$ cat config.mk
export PLATFORM = sky130hd
export DESIGN_NAME = beat_counter
export DESIGN_NICKNAME = d
export VERILOG_FILES = /design/src/hw/dcache_pkg.sv /design/src/hw/beat_counter.sv
export SDC_FILE = /design/constraint.sdc
export NUM_CORES = 1
export LEC_CHECK = 0
export ABC_CLOCK_PERIOD_IN_PS = 1800
export BUFFER_PORTS_ARGS = -buffer_cell sky130_fd_sc_hd__buf_2
export CAP_MARGIN = 10
export CORE_AREA = 2 2 39 41
export DETAILED_ROUTE_END_ITERATION = 7
export DIE_AREA = 0 0 41 43
export PLACE_DENSITY_LB_ADDON = 0.15
export SLEW_MARGIN = 20
export SYNTH_ARGS = -nofsm -noshare
export SYNTH_HDL_FRONTEND = slang
export SYNTH_SLANG_ARGS = --single-unit
$ cat constraint.sdc
create_clock -name clk -period 1.8 [get_ports clk]
set_input_delay 0.09 -clock clk [delete_from_list [all_inputs] [get_ports clk]]
set_output_delay 0.09 -clock clk [all_outputs]
set_load 0.01 [all_outputs]
$ cat src/hw/dcache_pkg.sv
`default_nettype none

package dcache_pkg;

    // --------------------
    // geometry
    // --------------------
    localparam int OFFSET_BITS   = 5;
    localparam int INDEX_BITS    = 5;
    localparam int TAG_BITS      = 22;
    localparam int WORD_SEL_BITS = 3;
    localparam int LINE_WORDS    = 8;
    localparam int NUM_SETS      = 32;
    localparam int NUM_WAYS      = 2;

    typedef logic [31:0]              word_t;
    typedef logic [3:0]               strb_t;
    typedef logic [TAG_BITS-1:0]      tag_t;
    typedef logic [INDEX_BITS-1:0]    index_t;
    typedef logic [WORD_SEL_BITS-1:0] beat_t;

    // request address, raw or split into cache fields
    typedef union packed {
        word_t raw;
        struct packed {
            tag_t        tag;
            index_t      index;
            beat_t       word;
            logic [1:0]  byte_off;
        } f;
    } cache_addr_u;

    // --------------------
    // cpu port
    // --------------------
    typedef struct packed {
        logic        req;
        logic        wr;
        logic        cacheable;
        cache_addr_u addr;
        word_t       wdata;
        strb_t       sel;
    } cpu_req_t;

    typedef struct packed {
        logic  data_ok;
        word_t rdata;
    } cpu_rsp_t;

    // --------------------
    // memory channels
    // --------------------
    typedef struct packed {
        logic       valid;
        word_t      addr;
        logic [7:0] len;
    } mem_ar_t;

    typedef struct packed {
        logic  valid;
        word_t data;
        logic  last;
    } mem_r_t;

    typedef struct packed {
        logic       valid;
        word_t      addr;
        logic [7:0] len;
    } mem_aw_t;

    typedef struct packed {
        logic  valid;
        word_t data;
        strb_t strb;
        logic  last;
    } mem_w_t;

    typedef struct packed {
        logic valid;
    } mem_b_t;

    typedef enum logic [4:0] {
        S_IDLE,
        S_LOOKUP,
        S_WB_AW,
        S_WB_W,
        S_WB_B,
        S_RF_AR,
        S_RF_R,
        S_UPDATE,
        S_RESP,
        S_UC_AR,
        S_UC_R,
        S_UC_AW,
        S_UC_W,
        S_UC_B
    } ctrl_state_e;

endpackage

`default_nettype wire

$ cat src/hw/beat_counter.sv
`timescale 1ns/1ps
`default_nettype none

module beat_counter (
    input  logic              clk,
    input  logic              rst,
    input  logic              clear,
    input  logic              step,
    output dcache_pkg::beat_t beat,
    output logic              last_beat
);
    import dcache_pkg::*;

    beat_t beat_q;

    // wraps to zero after the eighth beat
    always_ff @(posedge clk) begin
        if (rst || clear) begin
            beat_q <= '0;
        end else if (step) begin
            beat_q <= beat_q + 1'b1;
        end
    end

    assign beat      = beat_q;
    assign last_beat = (beat_q == beat_t'(LINE_WORDS - 1));

    a_no_step_on_clear: assert property (@(posedge clk) disable iff (rst)
        !(step && clear));

endmodule

`default_nettype wire

---- Word-level counts from Yosys, hierarchy flattened ----
Cells that the tools add are included.
storage, ports and cells
  word-level logic and storage cells ...... 4
  register bits after elaboration ......... 3
  output and inout bits ................... 4
operators by class
  reduce and logical (&&, ||, !) cells .... 1
  add/subtract/negate cells ............... 1
  equal/unequal tests ..................... 1
operators with widths
  operator                                      count
  adder 3 x 1 -> 3 bit (second input constant)  1
  == test 3 bit (second input constant)         1
  logical OR 1 bit                              1

---- Depth between registers and ports, before layout ----
Gate-level depths: netlist of run 1.
  word-level depth ........................ 1
  gate-level depth with buffers ........... 4
  gate-level depth less buffers ........... 4

---- Least setup slack after synthesis of run 1 ----
OpenSTA, ideal clock, no wires.
  path kind ............................... register to register
  start point ............................. reg beat_q[0] (netlist: beat[0])
  end point ............................... reg beat_q[2] (netlist: beat[2])
  required time ........................... 1684 ps
  period minus slack after synthesis ...... 1083 ps
  cell stages (with the launch flop) ...... 5
  path slack .............................. 717 ps
  arrival time ............................ 967 ps
  cells stage by stage .................... dfxtp_1 ha_1 ha_1 mux2i_1 nor3_1
on the way
  word-level cells in the longest chain between the ends .. 1
RTL lines
  item                      line                source
  start: declaration        beat_counter.sv:14  beat_t beat_q;
  start signal: assignment  beat_counter.sv:21  beat_q <= beat_q + 1'b1;
  adder 3 x 1 -> 3 bit      beat_counter.sv:21
No other way between the ends.
A chain may end at the register's enable or synchronous reset.

---- Worst setup path after layout of run 1 ----
  start point ............................. reg beat_q[0] (netlist: beat[0])
  end point ............................... out last_beat
on the way
  word-level cells in the longest chain between the ends .. 1
RTL lines
  item              line                source
  == test 3 bit     beat_counter.sv:26  assign last_beat = (beat_q == beat_t'(LINE_WORDS - 1));
  end: declaration  beat_counter.sv:10  output logic last_beat
No other way between the ends.

==> results_tabular.tex, run 1 <==
\begin{tabular}{lr}
\hline
Metric & Value \\
\hline
\multicolumn{2}{l}{\textbf{Yosys}} \\
\quad Post-synthesis sequential element count & 3 \\
\quad Synth top area share & 0.4486 \\
\quad Net count after synthesis & 17 \\
\quad Library cell with the largest summed area after synthesis & dfxtp\_1 \\
\quad Number of instances in the synthesized netlist & 11 \\
\quad Netlist cell types & 6 \\
\quad Sequential share of the synthesized area & 0.4486 \\
\quad Total of warnings raised by yosys & 0 \\
\quad Syn Std Cell Area & 133.9 um2 \\
\quad Syn avg cell area & 12.17 um2 \\
\quad Synth top area cells & dfxtp\_1 45\%, ha\_1 19\%, mux2i\_1 15\% \\
\multicolumn{2}{l}{\textbf{Power}} \\
\quad Logic pwr share & 0.072 \\
\quad PwrDens & 933.8 nW/um2 \\
\quad Switching power & 42.22 uW \\
\quad Fraction of power consumed by the clock network & 0.581 \\
\quad Proportion of power drawn by flip-flops and latches & 0.347 \\
\quad P\_leak & 0.1107 nW \\
\quad Sw Share & 0.2101 \\
\quad Cell-internal power & 158.7 uW \\
\quad Peak supply drop & 0.0002017 V \\
\multicolumn{2}{l}{\textbf{Placement}} \\
\quad Number of port buffers & 7 \\
\quad Instance area after placement & 188.9 um2 \\
\quad RD Place Congestion & 0.5853 \\
\quad Post-placement worst setup slack & 0.7106 ns \\
\multicolumn{2}{l}{\textbf{STA}} \\
\quad FMAX & 877.3 MHz \\
\quad Number of max-slew violations in the final report & 0 \\
\quad Time the worst path needs with I/O delays and setup & 1.140 ns \\
\quad Final setup slack of the worst path & 0.6601 ns \\
\quad Transition time at the pin with the least slew margin & 0.1856 ns \\
\quad Clock skew after layout & 0.001708 ns \\
\quad Slew margin rel. & 0.8754 \\
\quad RSZ-0062 raised after global routing & false \\
\quad Final critical-path share of the clock period & 0.6333 \\
\quad Worst hold slack & 0.05381 ns \\
\quad Count of endpoints failing hold in the final timing report & 0 \\
\quad Total of endpoints with negative setup slack in the final report & 0 \\
\quad Setup TNS Final & 0 ns \\
\multicolumn{2}{l}{\textbf{Die}} \\
\quad Core footprint & 1384 um2 \\
\quad Site Rows & 14 \\
\quad Number of I/O pins & 8 \\
\quad Area of the die & 1763 um2 \\
\quad Starting utilization of the core area & 0.09674 \\
\quad Die outline width & 41 um \\
\quad Die height & 43 um \\
\multicolumn{2}{l}{\textbf{GRT}} \\
\quad Pin count of the biggest net entering global routing & 4 \\
\quad Global-route usage over all layers & 0.04509 \\
\quad Wire length of the first global-routing pass & 441 um \\
\quad Number of antenna violations at the first check in global routing & 0 \\
\quad Global route total overflow & 0 \\
\quad Via count of the first global-routing pass & 131 \\
\multicolumn{2}{l}{\textbf{Routing}} \\
\quad Via-to-Cell Ratio & 3.132 \\
\quad Overall routed net length & 291 um \\
\quad Initial detailed-routing violation count & 0 \\
\quad Total via count after detailed routing & 119 \\
\quad Routed WL per cell & 7.658 um \\
\quad Final antenna-violating net count & 0 \\
\quad Number of design rule violations left after detail routing & 0 \\
\quad Pre-antenna DRT Iters & 1 \\
\multicolumn{2}{l}{\textbf{Clock tree}} \\
\quad Number of clock sinks & 3 \\
\quad Number of hold buffers added after CTS & 0 \\
\quad Number of buffers on the longest clock path & 2 \\
\quad Root buf cell & clkbuf\_4 \\
\quad Clock transition at the registers of the reported paths & 0.04 ns \\
\quad Number of buffers added for setup after CTS & 0 \\
\quad Number of instances resized during post-cts repair & 0 \\
\quad H-tree levels & 1 \\
\quad Clock latency of the later-clocked register in the worst-skew pair & 0.23 ns \\
\quad TritonCTS clock tree & yes \\
\quad Number of buffers inserted during clock tree synthesis & 3 \\
\multicolumn{2}{l}{\textbf{Cells and area}} \\
\quad Count of antenna diodes in the layout & 0 \\
\quad Fraction of final layout cells with drive strength greater than 1 & 0.5000 \\
\quad Layout area overhead & 60.75\% \\
\quad Post-layout net count & 29 \\
\quad Post-route cell area & 215.2 um2 \\
\quad Number of flip-flops in the largest register & 3 \\
\quad Final standard cell utilization of the core & 0.1555 \\
\multicolumn{2}{l}{\textbf{Worst setup path}} \\
\quad Cell family with the largest share of critical-path delay & adder cells \\
\quad List of cells traversed by the critical path & ha\_1, ha\_1, buf\_2 \\
\quad Arr. time, crit path & 1.05 ns \\
\quad Biggest cell delay along the critical path & 0.32 ns \\
\quad Biggest fanout along the worst timing path & 3 \\
\quad Slowest stage cell on the critical path & dfxtp\_1 \\
\quad Nature of the critical path startpoint & flop \\
\quad Buffering stage count on the worst path with inverters included & 1 \\
\quad Most prevalent standard cell on the critical path & ha\_1 \\
\quad Type of destination of the critical path & primary output \\
\quad WP data required & 1.71 ns \\
\quad Critical path start-end classification & reg2out \\
\multicolumn{2}{l}{\textbf{Hold path}} \\
\quad Class of the tightest hold or removal check & in2reg \\
\multicolumn{2}{l}{\textbf{Flow run}} \\
\quad MaxCap Viol Count & 0 \\
\multicolumn{2}{l}{\textbf{Run status}} \\
\quad Status & finished clean \\
\hline
\end{tabular}
[power groups by stage]
stage | Sequential [mW] | Combinational (mW) | Clock [mW]
after floorplan | 0.0716 | 0.00551 | 0
after global placement | 0.0707 | 0.0147 | 0
after detailed placement | 0.0709 | 0.0146 | 0
after CTS | 0.0698 | 0.0148 | 0.123
after global routing | 0.0701 | 0.0156 | 0.129
final | 0.0698 | 0.0145 | 0.117
[cells by family after synthesis]
kind of cell,synth area share
flip-flops,0.4486
multiplexers,0.1495
adder cells (fa/ha/maj),0.1869
XOR/XNOR,0.06543
AND/OR/NAND/NOR,0.1495
[worst reg2reg max path, stage by stage, from the launching register on]
cell	delay (ns)
dfxtp_1	0.32
ha_1	0.20
ha_1	0.26
mux2i_1	0.14
nor3_1	0.06
[worst paths after layout]
path,start,to,slack [ns],depth (start not counted)
max,beat[0],last_beat,0.66,3
min,clear,beat[0],0.05,2
max reg2reg,beat[0],beat[2],0.71,4
min reg2reg,beat[2],beat[2],0.56,2
[placed cells by master (no fill, tap or decap)]
cell,n
buf_2,7
dfxtp_1,3
clkbuf_4,3
mux2i_1,2
nor3_1,2
ha_1,2
xnor2_1,1
nor3_2,1
clkbuf_1,1
[through the flow]
stage          std cells  power [mW]
3_3_place_gp          34     0.08541
6_report              38      0.2010
4_1_cts               38      0.2074
2_1_floorplan         11     0.07706
3_5_place_dp          34     0.08550
5_1_grt               38      0.2145
[layout make-up]
cell class / instances / area, um2
clock buffer: 4 / 26.28
multi-input combinational: 8 / 73.82
fill: 155 / 1169
timing repair buffer: 7 / 35.03
sequential: 3 / 60.06
tap: 16 / 20.02
[layer usage]
layer	global-route usage	part of all wire	vias to the layer above
li1	-	-	61
met1	0.04473	0.46	51
met2	0.04063	0.38	7
met3	0.03141	0.15	0
met4	0.08000	0	0
met5	0	0	-
[synthesized netlist by cell type]
master,number
nor3_1,2
ha_1,2
nor3_2,1
dfxtp_1,3
xnor2_1,1
mux2i_1,2
(Power assumes the default switching activity.)
==> run 2, diff against run 1 <==
Settings changed: ABC_CLOCK_PERIOD_IN_PS 1800 to 1100.
Clock period 1.8 ns to 1.1 ns, I/O delays scaled along.
==> run 2 against run 1 <==
  * Via count grew 10%
  * Register-to-register slack worse by 0.64 ns
  * Clock skew increased by 0.0013 ns
  * First-iteration DRC count did not move
  * Clock power increased by 64%
  * Flip-flop and latch count unchanged
  * Hold slack lost 0.044 ns
  * Sequential power increased by 65%
  * Critical path depth unchanged
  * Global-route usage rose by 0.90 points
  * Combinational power up 97%
  * Clock-buffer cell count stayed put
==> results_tabular.tex, run 2 (same netlist as run 1, synthesis figures left out) <==
\begin{tabular}{lr}
\hline
Metric & Value \\
\hline
\multicolumn{2}{l}{\textbf{Power}} \\
\quad Proportion of power drawn by flip-flops and latches & 0.344 \\
\quad Peak supply drop & 0.0002992 V \\
\quad Fraction of power consumed by the clock network & 0.571 \\
\quad Sw Share & 0.2130 \\
\quad PwrDens & 1302 nW/um2 \\
\quad Switching power & 71.47 uW \\
\quad P\_leak & 0.1163 nW \\
\quad Cell-internal power & 264.0 uW \\
\quad Logic pwr share & 0.085 \\
\quad Total Power Consumption & 335.5 uW \\
\multicolumn{2}{l}{\textbf{STA}} \\
\quad Number of max-slew violations in the final report & 0 \\
\quad Worst hold slack & 0.009592 ns \\
\quad Transition time at the pin with the least slew margin & 0.1926 ns \\
\quad RSZ-0062 raised after global routing & true \\
\quad Count of endpoints failing hold in the final timing report & 0 \\
\quad FMAX & 965.3 MHz \\
\quad Final setup slack of the worst path & 0.06406 ns \\
\quad Slew margin rel. & 0.8707 \\
\quad Final critical-path share of the clock period & 0.9418 \\
\quad Clock skew after layout & 0.003055 ns \\
\quad Total of endpoints with negative setup slack in the final report & 0 \\
\quad Time the worst path needs with I/O delays and setup & 1.036 ns \\
\multicolumn{2}{l}{\textbf{Worst setup path}} \\
\quad Source of the critical timing path & beat[0] \\
\quad Arr. time, crit path & 0.98 ns \\
\quad Worst reg2reg startpoint & beat[0] \\
\quad Critical path start-end classification & reg2out \\
\quad Capture instance of the worst register-to-register path & beat[2] \\
\quad Nature of the critical path startpoint & flop \\
\quad Count of cells along the worst register-to-register path & 4 \\
\quad R2R Setup Slk & 0.07 ns \\
\quad WP data required & 1.04 ns \\
\quad Type of destination of the critical path & primary output \\
\quad Biggest fanout along the worst timing path & 2 \\
\multicolumn{2}{l}{\textbf{Clock tree}} \\
\quad Number of hold buffers added after CTS & 0 \\
\quad Root buf cell & clkbuf\_4 \\
\quad Number of buffers inserted during clock tree synthesis & 3 \\
\quad H-tree levels & 1 \\
\quad Number of buffers on the longest clock path & 2 \\
\quad TritonCTS clock tree & yes \\
\quad Clock latency of the later-clocked register in the worst-skew pair & 0.23 ns \\
\quad Number of clock sinks & 3 \\
\quad Clock transition at the registers of the reported paths & 0.04 ns \\
\multicolumn{2}{l}{\textbf{Routing}} \\
\quad Total via count after detailed routing & 131 \\
\quad Number of design rule violations left after detail routing & 0 \\
\quad Via-to-Cell Ratio & 3.275 \\
\quad Final antenna-violating net count & 0 \\
\quad Initial detailed-routing violation count & 0 \\
\quad Overall routed net length & 332 um \\
\quad Pre-antenna DRT Iters & 1 \\
\quad Routed WL per cell & 8.300 um \\
\multicolumn{2}{l}{\textbf{Cells and area}} \\
\quad Post-layout net count & 31 \\
\quad Number of flip-flops in the largest register & 3 \\
\quad Count of antenna diodes in the layout & 0 \\
\quad Post-Layout Cell Count & 40 \\
\quad Fraction of final layout cells with drive strength greater than 1 & 0.7083 \\
\quad Layout area overhead & 92.52\% \\
\quad Most common library cell in the layout ignoring fill and taps & buf\_2 \\
\quad Commonest cells after routing, fill and taps aside & 7 x buf\_2, 3 x clkbuf\_4 \\
\multicolumn{2}{l}{\textbf{Hold path}} \\
\quad Worst Hold Depth & 2 \\
\quad Hold\_sp & rst \\
\quad Worst-case hold path end point & beat[0] \\
\quad Class of the tightest hold or removal check & in2reg \\
\multicolumn{2}{l}{\textbf{GRT}} \\
\quad Wire length of the first global-routing pass & 496 um \\
\quad Met2 track utilization from global routing & 0.05313 \\
\quad Global route total overflow & 0 \\
\quad Global-route usage over all layers & 0.05405 \\
\quad Number of antenna violations at the first check in global routing & 0 \\
\quad Global routing usage on met3 & 0.05236 \\
\quad Pin count of the biggest net entering global routing & 4 \\
\quad Met1 GRT Util & 0.03822 \\
\quad GR peak layer & met4 \\
\quad Via count of the first global-routing pass & 150 \\
\multicolumn{2}{l}{\textbf{Die}} \\
\quad Site Rows & 14 \\
\quad Die outline width & 41 um \\
\quad Number of I/O pins & 8 \\
\quad Starting utilization of the core area & 0.09674 \\
\quad Die height & 43 um \\
\quad Area of the die & 1763 um2 \\
\quad Core footprint & 1384 um2 \\
\multicolumn{2}{l}{\textbf{Placement}} \\
\quad Post-placement worst setup slack & 0.01065 ns \\
\quad RD Place Congestion & 0.5763 \\
\quad Number of port buffers & 7 \\
\quad Placed insts & 36 \\
\multicolumn{2}{l}{\textbf{Run status}} \\
\quad Status & finished clean \\
\multicolumn{2}{l}{\textbf{Flow run}} \\
\quad MaxCap Viol Count & 0 \\
\hline
\end{tabular}
==> run 2: worst max-delay path, cell delays in order (launching register included) <==
cell and delay, ns:
dfxtp_2 0.33, ha_4 0.16, ha_4 0.14, buf_2 0.13
==> run 2: what timing repair did <==
item	CTS	global route
gates resized for setup	1	4
setup buffers	0	0
setup endpoints to repair	1	2
pin swaps	0	1
==> run 2: final cells by class <==
class	count	area [um2]
well taps	16	20.02
clock buffers	4	26.28
fillers	164	1126
repair buffers	9	50.05
multi-input cells	8	98.84
flip-flops and latches	3	62.56
==> run 2: through the flow <==
step	area (um2)	util	TNS [ns]
after floorplan	133.9	-	0
after global placement	203.9	0.1474	0
after detailed placement	203.9	0.1474	0
after CTS	232.7	0.1682	0
after global routing	257.7	0.1863	-0.008766
final	257.7	0.1863	0
==> run 2: per-layer routing <==
metal / routed length, um / up-vias
met1: 133 / 56
met3: 44 / 2
met2: 143 / 7
li1: - / 66
met5: 0 / -
met4: 10 / 0
==> run 2: how the worst max path moves through the flow <==
stage | end | cells after the start
2_1_floorplan | beat[2] | 4
3_3_place_gp | beat[2] | 4
3_5_place_dp | beat[2] | 4
4_1_cts | last_beat | 3
5_1_grt | beat[2] | 4
6_report | last_beat | 3
==> run 2: power by group through the flow <==
| stage | registers [mW] | clock network, mW | logic, mW |
|---|---|---|---|
| after floorplan | 0.117 | 0 | 0.00901 |
| after global placement | 0.115 | 0 | 0.0284 |
| after detailed placement | 0.115 | 0 | 0.0279 |
| after CTS | 0.113 | 0.205 | 0.0283 |
| after global routing | 0.116 | 0.216 | 0.0321 |
| final | 0.115 | 0.192 | 0.0285 |
