===== src/hw/dcache_pkg.sv =====
`default_nettype none

package dcache_pkg;

    // --------------------
    // geometry
    // --------------------
    localparam int OFFSET_BITS   = 5;
    localparam int INDEX_BITS    = 5;
    localparam int TAG_BITS      = 22;
    localparam int WORD_SEL_BITS = 3;
    localparam int LINE_WORDS    = 8;
    localparam int NUM_SETS      = 32;
    localparam int NUM_WAYS      = 2;

    typedef logic [31:0]              word_t;
    typedef logic [3:0]               strb_t;
    typedef logic [TAG_BITS-1:0]      tag_t;
    typedef logic [INDEX_BITS-1:0]    index_t;
    typedef logic [WORD_SEL_BITS-1:0] beat_t;

    // request address, raw or split into cache fields
    typedef union packed {
        word_t raw;
        struct packed {
            tag_t        tag;
            index_t      index;
            beat_t       word;
            logic [1:0]  byte_off;
        } f;
    } cache_addr_u;

    // --------------------
    // cpu port
    // --------------------
    typedef struct packed {
        logic        req;
        logic        wr;
        logic        cacheable;
        cache_addr_u addr;
        word_t       wdata;
        strb_t       sel;
    } cpu_req_t;

    typedef struct packed {
        logic  data_ok;
        word_t rdata;
    } cpu_rsp_t;

    // --------------------
    // memory channels
    // --------------------
    typedef struct packed {
        logic       valid;
        word_t      addr;
        logic [7:0] len;
    } mem_ar_t;

    typedef struct packed {
        logic  valid;
        word_t data;
        logic  last;
    } mem_r_t;

    typedef struct packed {
        logic       valid;
        word_t      addr;
        logic [7:0] len;
    } mem_aw_t;

    typedef struct packed {
        logic  valid;
        word_t data;
        strb_t strb;
        logic  last;
    } mem_w_t;

    typedef struct packed {
        logic valid;
    } mem_b_t;

    typedef enum logic [4:0] {
        S_IDLE,
        S_LOOKUP,
        S_WB_AW,
        S_WB_W,
        S_WB_B,
        S_RF_AR,
        S_RF_R,
        S_UPDATE,
        S_RESP,
        S_UC_AR,
        S_UC_R,
        S_UC_AW,
        S_UC_W,
        S_UC_B
    } ctrl_state_e;

endpackage

`default_nettype wire


===== src/hw/dcache_ctrl.sv =====
`timescale 1ns/1ps
`default_nettype none

module dcache_ctrl (
    input  logic                    clk,
    input  logic                    rst,
    input  dcache_pkg::cpu_req_t    req,
    input  logic                    hit,
    input  logic                    victim_dirty,
    input  dcache_pkg::word_t       hit_word,
    input  dcache_pkg::beat_t       beat,
    input  logic                    last_beat,
    input  logic                    arready,
    input  logic                    awready,
    input  logic                    wready,
    input  dcache_pkg::mem_r_t      r,
    input  dcache_pkg::mem_b_t      b,
    output dcache_pkg::ctrl_state_e state,
    output logic                    cnt_step,
    output logic                    cnt_clear,
    output logic                    fill_we,
    output logic                    cpu_we,
    output logic                    upd_line,
    output dcache_pkg::cpu_rsp_t    rsp
);
    import dcache_pkg::*;

    ctrl_state_e state_q;
    ctrl_state_e state_d;
    word_t       rdata_q;

    always_ff @(posedge clk) begin
        if (rst) begin
            state_q <= S_IDLE;
        end else begin
            state_q <= state_d;
        end
    end

    always_comb begin
        state_d = state_q;
        case (state_q)
            S_IDLE: begin
                if (req.req) begin
                    if (req.cacheable) begin
                        state_d = S_LOOKUP;
                    end else if (req.wr) begin
                        state_d = S_UC_AW;
                    end else begin
                        state_d = S_UC_AR;
                    end
                end
            end
            S_LOOKUP: begin
                if (hit) begin
                    state_d = S_IDLE;
                end else if (victim_dirty) begin
                    state_d = S_WB_AW;
                end else begin
                    state_d = S_RF_AR;
                end
            end
            // --------------------
            // writeback, then refill
            // --------------------
            S_WB_AW:  if (awready) state_d = S_WB_W;
            S_WB_W:   if (wready && last_beat) state_d = S_WB_B;
            S_WB_B:   if (b.valid) state_d = S_RF_AR;
            S_RF_AR:  if (arready) state_d = S_RF_R;
            S_RF_R:   if (r.valid && r.last) state_d = S_UPDATE;
            // write miss finishes here and a read miss answers next cycle
            S_UPDATE: state_d = req.wr ? S_IDLE : S_RESP;
            S_RESP:   state_d = S_IDLE;
            // --------------------
            // uncached single word
            // --------------------
            S_UC_AR:  if (arready) state_d = S_UC_R;
            S_UC_R:   if (r.valid) state_d = S_RESP;
            S_UC_AW:  if (awready) state_d = S_UC_W;
            S_UC_W:   if (wready) state_d = S_UC_B;
            S_UC_B:   if (b.valid) state_d = S_IDLE;
            default:  state_d = S_IDLE;
        endcase
    end

    // critical word of a refill, or the single uncached word
    always_ff @(posedge clk) begin
        if (state_q == S_RF_R && r.valid && beat == req.addr.f.word) begin
            rdata_q <= r.data;
        end else if (state_q == S_UC_R && r.valid) begin
            rdata_q <= r.data;
        end
    end

    assign state     = state_q;
    assign cnt_clear = (state_q == S_IDLE);
    assign cnt_step  = (state_q == S_RF_R && r.valid) || (state_q == S_WB_W && wready);
    assign fill_we   = (state_q == S_RF_R) && r.valid;
    assign upd_line  = (state_q == S_UPDATE);
    assign cpu_we    = req.wr && ((state_q == S_LOOKUP && hit) || state_q == S_UPDATE);

    assign rsp.data_ok = (state_q == S_LOOKUP && hit)
                      || (state_q == S_UPDATE && req.wr)
                      || (state_q == S_RESP)
                      || (state_q == S_UC_B && b.valid);
    assign rsp.rdata   = (state_q == S_LOOKUP) ? hit_word : rdata_q;

    a_ok_needs_req: assert property (@(posedge clk) disable iff (rst)
        rsp.data_ok |-> req.req);

endmodule

`default_nettype wire


===== config.mk =====
export PLATFORM = sky130hd
export DESIGN_NAME = dcache_ctrl
export DESIGN_NICKNAME = d
export VERILOG_FILES = /design/src/hw/dcache_pkg.sv /design/src/hw/dcache_ctrl.sv
export SDC_FILE = /design/constraint.sdc
export NUM_CORES = 1
export LEC_CHECK = 0
export ABC_AREA = 0
export BUFFER_PORTS_ARGS = -buffer_cell sky130_fd_sc_hd__clkbuf_2
export CAP_MARGIN = 20
export CELL_PAD_IN_SITES_DETAIL_PLACEMENT = 0
export CELL_PAD_IN_SITES_GLOBAL_PLACEMENT = 1
export CORE_MARGIN = 8
export CORE_UTILIZATION = 25
export DETAILED_ROUTE_END_ITERATION = 8
export PLACE_DENSITY_LB_ADDON = 0.12
export SETUP_SLACK_MARGIN = 0.4
export SLEW_MARGIN = 10
export SYNTH_ARGS = -nofsm -noshare
export SYNTH_HDL_FRONTEND = slang
export SYNTH_SLANG_ARGS = --single-unit
export TNS_END_PERCENT = 20

===== constraint.sdc =====
create_clock -name clk -period 2.97 [get_ports clk]
set_clock_uncertainty 0.15 [all_clocks]
set_input_delay 0.891 -clock clk [delete_from_list [all_inputs] [get_ports clk]]
set_output_delay 0.891 -clock clk [all_outputs]
set_load 0.02 [all_outputs]

# Yosys cells after proc, flatten, opt, wreduce, memory -nomap -nowiden
# Cells that the tools add are included.
[word_totals]
input_bits = 149
reg_bits = 37
elab_cells = 65
output_inout_bits = 43
[op_classes]
mux = 20
eq_ne = 25
reduce_logical = 18
[ops]
columns = ["operator", "n"]
rows = [
  ["$mux 32", 3],
  ["$pmux 5 s13", 1],
  ["$mux 5", 11],
  ["$eq 5x4->1 const B", 6],
  ["$ne 2x2->1 const B", 11],
  ["$eq 5x3->1 const B", 4],
  ["$reduce_and 11->1", 1],
  ["$eq 5x2->1 const B", 2],
  ["$logic_and 1x1->1", 10],
  ["$mux 4", 2],
  ["$mux 3", 2],
  ["$eq 5x1->1 const B", 1],
  ["$logic_not 5->1", 1],
  ["$logic_or 1x1->1", 5],
  ["$eq 3x3->1", 1],
  ["$mux 2", 1],
  ["$reduce_bool 2->1", 1],
]

# Logic depth before layout (Yosys ltp)
# Gate-level depths: netlist of run 1.
[depth]
depth_word = 5
depth_mapped = 7

# Worst setup path after synthesis of run 1
# Ideal clock, no wire load.
[synth_path]
kind = "register to output"
from = "register state_q[0] (netlist: state[0])"
to = "output port rsp[10] in the netlist's numbering"
arrival_ps = 1705
n_path_buf = 2
t_required_ps = 1929
setup_slack_ps = 224
stages_incl_launch_ff = 6
cell_sequence = "dfxtp_1 buf_6 nand2b_1 nor3_2 buf_2 mux2_1"
[synth_rtl]
columns = ["item", "line", "text"]
rows = [
  ["from (decl)", "dcache_ctrl.sv:28", "ctrl_state_e state_q;"],
  ["from (signal assigned)", "dcache_ctrl.sv:36", "state_q <= state_d;"],
  ["to (decl)", "dcache_ctrl.sv:24", "output dcache_pkg::cpu_rsp_t rsp"],
]

==> out/qor.csv, run 1 <==
stage;metric;value;unit
status;status;complete, no violations;
clock_tree;Worst-path clk slew;0.07;ns
critical_path;buffer and inverter count on the worst path;3;
logic_synthesis;syn nets;303;
global_routing;grt met2 use;0.182;
global_routing;met1 global-route usage;0.123;
sta;Final TNS setup;0;ns
sta;Max Freq;366;MHz
cells_and_area;commonest cells after routing, fill and taps aside;clkbuf_2 (94), edfxtp_1 (32), mux2_4 (27), buf_6 (25), buf_4 (13);
die;die height;106;µm
placed_design;Placed Cells;377;
logic_synthesis;Synth area leader;edfxtp_1;
global_routing;total gr overflow;0;
drt;DR pass1 iterations;4;
global_routing;pin count of the biggest net entering global routing;33;
pwr;combinational fraction of design power;0.685;
pwr;Pleak;1.47;nW
pwr;PD cells;917;mW/mm²
sta;period utilisation layout;0.920;
logic_synthesis;Syn Inst Count;154;
drt;DR vias;1779;
clock_tree;Max clock buf depth;2;
die;Core Area;0.00777;mm²
global_routing;number of global-route vias before repair;1906;
die;Die Wd;106;µm
placed_design;DP Worst Slack;0.239;ns
drt;DRC;0;
cells_and_area;area grow syn2layout;64.3;%
critical_path;cell family with most CP delay;buffers and inverters;
global_routing;Total Routing Usage GR;0.108;
sta;count of final max-slew check failures;0;
cells_and_area;Non-Filler Instances;395;
global_routing;initial antenna violation count;0;
pwr;Sw Pwr;1.19;mW
logic_synthesis;Synth Register Bits;36;
clock_tree;CTS tree;done;
hold_path;Hold Path Class;reg -> reg;
clock_tree;Num CTS Buffers;5;
logic_synthesis;Synth warnings;0;
job;Max Cap Viol;0;
pwr;VDD IR max;0.306;mV
global_routing;busiest layer in global routing;met2;
critical_path;CP Launch Type;flop;
clock_tree;clock root buffer;clkbuf_8;
sta;Final Hold Vio Count;0;
pwr;Pint;1.84;mW
pwr;Sw Share;0.393;
cells_and_area;ANT cells;0;
logic_synthesis;EDFF count, synth;32;
placed_design;routability cong.;0.693;
drt;DR vias/cell;4.50;
critical_path;CP arrival;1.69;ns
drt;Iter 0 DRT Violations;41;
drt;Detail Route Antenna Nets;0;
sta;crit path time final;2.73;ns
global_routing;global-route wire length before repair;9640;µm
clock_tree;worst skew pair latency;0.27;ns
critical_path;critical path endpoint category;primary output;
drt;WL final;6810;µm
clock_tree;H-tree Lvls;2;
die;die area;0.0112;mm²
pwr;sequential power share;0.205;
cells_and_area;Total Nets Final;441;
global_routing;M3 GR Usage;0.0451;
logic_synthesis;synth top area cells;edfxtp_1 (48%), mux2_1 (18%), dfxtp_1 (4.0%), xor2_1 (2.2%), nor3b_1 (1.9%);
die;Initial Util;0.259;
placed_design;Detail Placement HPWL;4660;µm
critical_path;cells along the critical path;nand2b_4 > nor3_4 > buf_6 > clkbuf_16 > mux2_4 > buf_6;
clock_tree;cts hold-fix bufs;0;
die;row count;32;
logic_synthesis;Post-Syn Area per Cell;13.0;µm²
clock_tree;clk sinks;36;
sta;RSZ-0062 raised after global routing;yes;
placed_design;Buffers on Ports;125;
sta;Final setup violation count;0;
die;I/O Pins;192;
logic_synthesis;Async SR Flop Fraction;0;
critical_path;Slowest cell on crit path;dfxtp_2;
pwr;Clk network pwr share;0.110;
critical_path;slowest cell delay on critical path;0.32;ns
logic_synthesis;share of Yosys cell area claimed by the top area cell type;0.478;
critical_path;Crit path top cell by count;buf_6;
cells_and_area;final core occ;0.425;
critical_path;CP Class;reg -> out;
cells_and_area;share of cells above drive strength 1;0.645;
drt;Avg WL per Cell;17.2;µm
sta;setup slack after layout;0.239;ns
cells_and_area;most common cell after layout, fill and taps aside;clkbuf_2;
logic_synthesis;Seq/Total Area, Yosys;0.518;
critical_path;CP Data Required Time;1.93;ns
critical_path;CP max FO;8;
logic_synthesis;Unique masters post-synth;49;
logic_synthesis;Mapped Area;0.00201;mm²
logic_synthesis;Primary FF master, synth;edfxtp_1;
==> per-stage QoR <==
| step | hold slack [ns] | area (µm²) | total power, mW |
|---|---|---|---|
| 2_1_floorplan | 0.637 | 2020 | 1.63 |
| 3_3_place_gp | 0.528 | 2790 | 2.06 |
| 3_5_place_dp | 0.526 | 2790 | 2.05 |
| 4_1_cts | 0.545 | 2920 | 2.51 |
| 5_1_grt | 0.577 | 3300 | 3.20 |
| 6_report | 0.548 | 3300 | 3.03 |
==> cell families after synthesis <==
group | Yosys count | share of synthesized area
other | 1 | 0.00187
flip-flops | 36 | 0.518
AO/OA/AOI/OAI | 26 | 0.108
buffers and inverters | 16 | 0.0417
XOR/XNOR | 5 | 0.0218
multiplexers | 33 | 0.184
AND/OR/NAND/NOR | 37 | 0.124
==> worst register-to-register path, stage by stage, from the launching register on <==
cell       delay (ns)
dfxtp_1          0.39
buf_4            0.28
nand4bb_1        0.16
nor4_1           0.31
o21a_1           0.20
buf_12           0.21
==> routing by layer <==
layer	vias to the layer above	wire [µm]	share of wire
met2	71	3200	0.47
met3	4	544	0.080
met4	0	38	0.0056
met5	-	0	0
li1	859	-	-
met1	845	3020	0.44
==> synthesized netlist by cell type, drive strengths merged (2+ instances only) <==
library cell	count
edfxtp	32
mux2	32
buf	8
nand2	7
nor2	7
inv	5
nor3b	5
xor2	5
a21oi	4
dfxtp	4
clkbuf	3
nand2b	3
o21ai	3
a211oi	2
a221oi	2
nand4bb	2
nor2b	2
nor4	2
o21a	2
o31ai	2
or4	2
==> timing repair <==
item / in CTS / in global routing
endpoints found under the setup margin: 36 / 37
buffers inserted: 3 / 3
gates resized for setup: 3 / 113
gates cloned: 1 / 3
pin swaps: 1 / 1
==> final timing paths <==
kind	to	cells past startpoint	from	slack, ns
min	state[3]	3	state[3]	0.55
max reg2reg	rdata_q[20]	5	state[2]	0.96
max	rsp[23]	6	state[3]	0.24
min reg2reg	state[3]	3	state[3]	0.55
==> sequential cells by signal, indices dropped and copies added, names as in the netlist <==
register	count
rdata_q	32
state	4
==> power groups by stage <==
stage	clock network [mW]	logic, mW	registers (mW)
3_5_place_dp	0	1.41	0.633
6_report	0.332	2.07	0.621
2_1_floorplan	0	0.970	0.655
5_1_grt	0.369	2.20	0.625
3_3_place_gp	0	1.42	0.633
4_1_cts	0.347	1.54	0.627
==> layout make-up <==
class / instances / area (µm²)
Fill cell: 763 / 4470
Tap cell: 102 / 128
Clock inverter: 1 / 5.00
Inverter: 5 / 18.8
Multi-Input combinational cell: 102 / 1000
Sequential cell: 36 / 1050
Timing Repair Buffer: 142 / 1030
Clock buffer: 7 / 76.3
(Power assumes the default switching activity.)
==> run 2: changes to the inputs <==
- SETUP_SLACK_MARGIN: 0.4 -> unset
==> run 2 against run 1 <==
  * Fmax shrank 4.4%
  * Register-to-register slack lost 0.08 ns
  * First-iteration DRC count down 17%
  * Power down 20%
  * Count of clock-buffer cells in the layout decreased by 1
  * Utilization fell by 5.3 points
  * Sequential share of layout area up 4.3 points
  * Sequential power down 2%
  * Clock power grew 25%
  * Largest cell class unchanged
==> out/qor.csv, run 2 (synthesis gave the netlist of run 1 again) <==
stage;metric;value;unit
status;status;complete, no violations;
critical_path;CP max FO;32;
cells_and_area;ANT cells;0;
drt;DR vias/cell;4.43;
sta;Final TNS setup;0;ns
cells_and_area;fill cell count;828;
pwr;VDD IR max;0.282;mV
critical_path;CP Launch Type;flop;
clock_tree;cts hold-fix bufs;0;
clock_tree;worst skew pair latency;0.27;ns
critical_path;R2R cell count;5;
clock_tree;CTS tree;done;
critical_path;r2r setup slk;0.88;ns
critical_path;CP arrival;1.82;ns
placed_design;Detail Placement HPWL;4750;µm
job;Max Cap Viol;0;
cells_and_area;area grow syn2layout;43.9;%
global_routing;initial antenna violation count;0;
sta;Max Freq;350;MHz
placed_design;DP Worst Slack;0.253;ns
hold_path;Worst Hold End;state[1];
sta;Final setup violation count;0;
drt;Avg WL per Cell;15.5;µm
hold_path;Hold Startpoint;state[1];
cells_and_area;Total Nets Final;431;
clock_tree;clock root buffer;clkbuf_8;
clock_tree;Max clock buf depth;2;
global_routing;total gr overflow;0;
clock_tree;H-tree Lvls;2;
critical_path;CP Class;reg -> out;
clock_tree;Num CTS Buffers;5;
die;I/O Pins;192;
critical_path;worst reg2reg startpoint;state[1];
clock_tree;Worst-path clk slew;0.07;ns
global_routing;pin count of the biggest net entering global routing;33;
hold_path;Hold Crit Depth;2;
sta;Final Hold Vio Count;0;
drt;Iter 0 DRT Violations;34;
sta;setup slack after layout;0.113;ns
global_routing;global-route wire length before repair;9430;µm
placed_design;Buffers on Ports;125;
critical_path;Crit Reg-Reg Endpoint;rdata_q[21];
die;Core Area;0.00777;mm²
drt;WL final;5960;µm
hold_path;Hold Path Class;reg -> reg;
cells_and_area;Largest Register;rdata_q;
drt;Detail Route Antenna Nets;0;
cells_and_area;commonest cells after routing, fill and taps aside;clkbuf_2 (125), mux2_1 (32), edfxtp_1 (32), nand2_1 (7), nor2_1 (6);
die;die height;106;µm
sta;period utilisation layout;0.962;
drt;DR vias;1704;
pwr;Pleak;1.26;nW
drt;DR pass1 iterations;3;
die;die area;0.0112;mm²
clock_tree;clk sinks;36;
placed_design;routability cong.;0.677;
die;row count;32;
die;Initial Util;0.259;
cells_and_area;share of cells above drive strength 1;0.530;
global_routing;number of global-route vias before repair;1907;
drt;DRC;0;
cells_and_area;max reg flops;32;
sta;RSZ-0062 raised after global routing;no;
die;Die Wd;106;µm
critical_path;CP Data Required Time;1.93;ns
sta;count of final max-slew check failures;0;
critical_path;critical path endpoint category;primary output;
sta;crit path time final;2.86;ns
cells_and_area;multi-input logic area;893;µm²
cells_and_area;register area;0.00104;mm²
global_routing;Total Routing Usage GR;0.104;
cells_and_area;most common cell after layout, fill and taps aside;clkbuf_2;
pwr;PD cells;836;mW/mm²
==> run 2: layer usage <==
layer / wire length (µm) / track usage / part of all wire
met2: 3000 / 0.187 / 0.50
met1: 2290 / 0.102 / 0.38
met3: 639 / 0.0566 / 0.11
met5: 0 / 0 / 0
met4: 29 / 0.0241 / 0.0049
==> run 2: repair_timing <==
item | 4_1_cts | 5_1_grt
endpoints found under the setup margin | 7 | 0
buffers inserted | 0 | 0
hold endpoints to repair | 0 | 0
resized for setup | 1 | 0
==> run 2: metrics by stage <==
step | cells | power (mW) | utilization | area (µm²) | hold slack, ns
3_3_place_gp | 377 | 2.04 | 0.358 | 2780 | 0.408
2_1_floorplan | 154 | 1.60 | - | 2010 | 0.644
3_5_place_dp | 377 | 2.04 | 0.358 | 2780 | 0.416
4_1_cts | 385 | 2.47 | 0.372 | 2890 | 0.425
6_report | 385 | 2.42 | 0.372 | 2890 | 0.424
5_1_grt | 385 | 2.58 | 0.372 | 2890 | 0.457
==> run 2: worst max-delay path: stages, from the launching register on <==
cell and delay, ns:
dfxtp_1 0.31, nand2b_2 0.25, nor3_4 0.21, buf_12 0.24, mux2_1 0.36, clkbuf_2 0.16
==> run 2: worst max-delay path by stage <==
stage / from / end
finish: state[3] / rsp[10]
global route: state[3] / rsp[24]
CTS: state[3] / rsp[4]
detailed placement: req[69] / rsp[32]
global placement: req[69] / rsp[32]
floorplan: state[0] / rsp[10]
==> run 2: where the power goes <==
group          leakage, nW  total [mW]  switching (mW)  internal, mW
Combinational        0.884        1.39           0.823         0.571
Sequential           0.321       0.608          0.0222         0.586
Clock               0.0552       0.415           0.166         0.249
==> run 2: cell type report <==
type / count / share of cell area
Timing Repair Buffer: 132 / 0.243
Clock buffer: 6 / 0.0251
Multi-Input combinational cell: 102 / 0.309
Inverter: 5 / 0.00649
Sequential cell: 36 / 0.360
Clock inverter: 2 / 0.0121
Tap cell: 102 / 0.0441
==> run 3: changes to the inputs <==
- MAX_ROUTING_LAYER: unset -> met4
==> run 3 against run 2 <==
  * Critical path depth stayed put
  * Power is 0.15% higher
  * Cell count stayed put
==> out/qor.csv, run 3 (synthesis gave the netlist of run 1 again) <==
stage;metric;value;unit
drt;Detail Route Antenna Nets;0;
cells_and_area;area grow syn2layout;43.9;%
global_routing;pin count of the biggest net entering global routing;33;
drt;WL final;5980;µm
clock_tree;Max clock buf depth;2;
clock_tree;Worst-path clk slew;0.07;ns
cells_and_area;ANT cells;0;
sta;Max Freq;350;MHz
hold_path;Hold Path Class;reg -> reg;
cells_and_area;max reg flops;32;
cells_and_area;most common cell after layout, fill and taps aside;clkbuf_2;
pwr;VDD IR max;0.283;mV
critical_path;R2R cell count;5;
clock_tree;H-tree Lvls;2;
clock_tree;worst skew pair latency;0.27;ns
critical_path;CP max FO;32;
pwr;Pleak;1.26;nW
placed_design;DP Worst Slack;0.253;ns
sta;Final TNS setup;0;ns
drt;DRC;0;
placed_design;routability cong.;0.683;
drt;Iter 0 DRT Violations;40;
die;Initial Util;0.259;
pwr;PD cells;837;mW/mm²
status;status;complete, no violations;
sta;count of final max-slew check failures;0;
sta;setup slack after layout;0.110;ns
global_routing;Total Routing Usage GR;0.107;
clock_tree;clk sinks;36;
die;Core Area;0.00777;mm²
critical_path;CP Launch Type;flop;
hold_path;Hold Crit Depth;2;
critical_path;critical path endpoint category;primary output;
critical_path;CP arrival;1.82;ns
cells_and_area;fill cell count;828;
die;die area;0.0112;mm²
global_routing;number of global-route vias before repair;1915;
die;die height;106;µm
global_routing;total gr overflow;0;
drt;DR vias;1706;
critical_path;CP Data Required Time;1.93;ns
cells_and_area;commonest cells after routing, fill and taps aside;clkbuf_2 (125), mux2_1 (32), edfxtp_1 (32), nand2_1 (7), nor2_1 (6);
clock_tree;Num CTS Buffers;5;
pwr;Pwr Total;2.42;mW
drt;DR pass1 iterations;3;
critical_path;r2r setup slk;0.88;ns
clock_tree;clock root buffer;clkbuf_8;
sta;period utilisation layout;0.963;
clock_tree;CTS tree;done;
placed_design;Detail Placement HPWL;4750;µm
job;Max Cap Viol;0;
global_routing;global-route wire length before repair;9400;µm
clock_tree;Setup Buffers After CTS;0;
die;row count;32;
sta;RSZ-0062 raised after global routing;no;
die;Die Wd;106;µm
placed_design;Buffers on Ports;125;
drt;Avg WL per Cell;15.5;µm
critical_path;CP Class;reg -> out;
cells_and_area;Largest Register;rdata_q;
sta;Final Hold Vio Count;0;
die;I/O Pins;192;
cells_and_area;share of cells above drive strength 1;0.530;
drt;DR vias/cell;4.43;
cells_and_area;Total Nets Final;431;
global_routing;initial antenna violation count;0;
sta;crit path time final;2.86;ns
sta;Final setup violation count;0;
## run 3: cell counts in the layout (fill, tap and decap cells not counted)
Identical to the previous run, type by type.
## run 3: worst max-delay path, cell delays in order, from the launching register on
cell,delay [ns]
dfxtp_1,0.31
nand2b_2,0.25
nor3_4,0.21
buf_12,0.24
mux2_1,0.36
clkbuf_2,0.16
## run 3: cell type report
| cell class | instances | area, µm² | area share |
|---|---|---|---|
| Inverter | 5 | 18.8 | 0.00649 |
| Clock buffer | 6 | 72.6 | 0.0251 |
| Clock inverter | 2 | 35.0 | 0.0121 |
| Multi-Input combinational cell | 102 | 893 | 0.309 |
| Tap cell | 102 | 128 | 0.0441 |
| Sequential cell | 36 | 1040 | 0.360 |
| Timing Repair Buffer | 132 | 703 | 0.243 |
## run 3: through the flow
stage / utilization / cell area, µm² / hold WS, ns / cells
after floorplan: - / 2010 / 0.644 / 154
after global placement: 0.358 / 2780 / 0.408 / 377
after detailed placement: 0.358 / 2780 / 0.416 / 377
after CTS: 0.372 / 2890 / 0.425 / 385
after global routing: 0.372 / 2890 / 0.457 / 385
final: 0.372 / 2890 / 0.424 / 385
## run 3: final timing paths
check | endpoint | startpoint
worst max register to register | rdata_q[21] | state[1]
worst min-delay path | state[1] | state[1]
worst min register to register | state[1] | state[1]
worst max-delay path | rsp[10] | state[3]
## run 3: per-layer routing
metal,part of all wire,global-route usage
met3,0.061,0.0341
met2,0.49,0.185
met5,0,-
met1,0.44,0.118
met4,0.0049,0.0241
## run 3: power breakdown
group	switching, mW	internal, mW	total [mW]
Combinational	0.825	0.571	1.40
Clock	0.168	0.249	0.417
Sequential	0.0222	0.586	0.608
## run 3: what timing repair did
| item | CTS | global route |
|---|---|---|
| resized for setup | 1 | 0 |
| endpoints found under the setup margin | 7 | 0 |
| hold buffers | 0 | 0 |
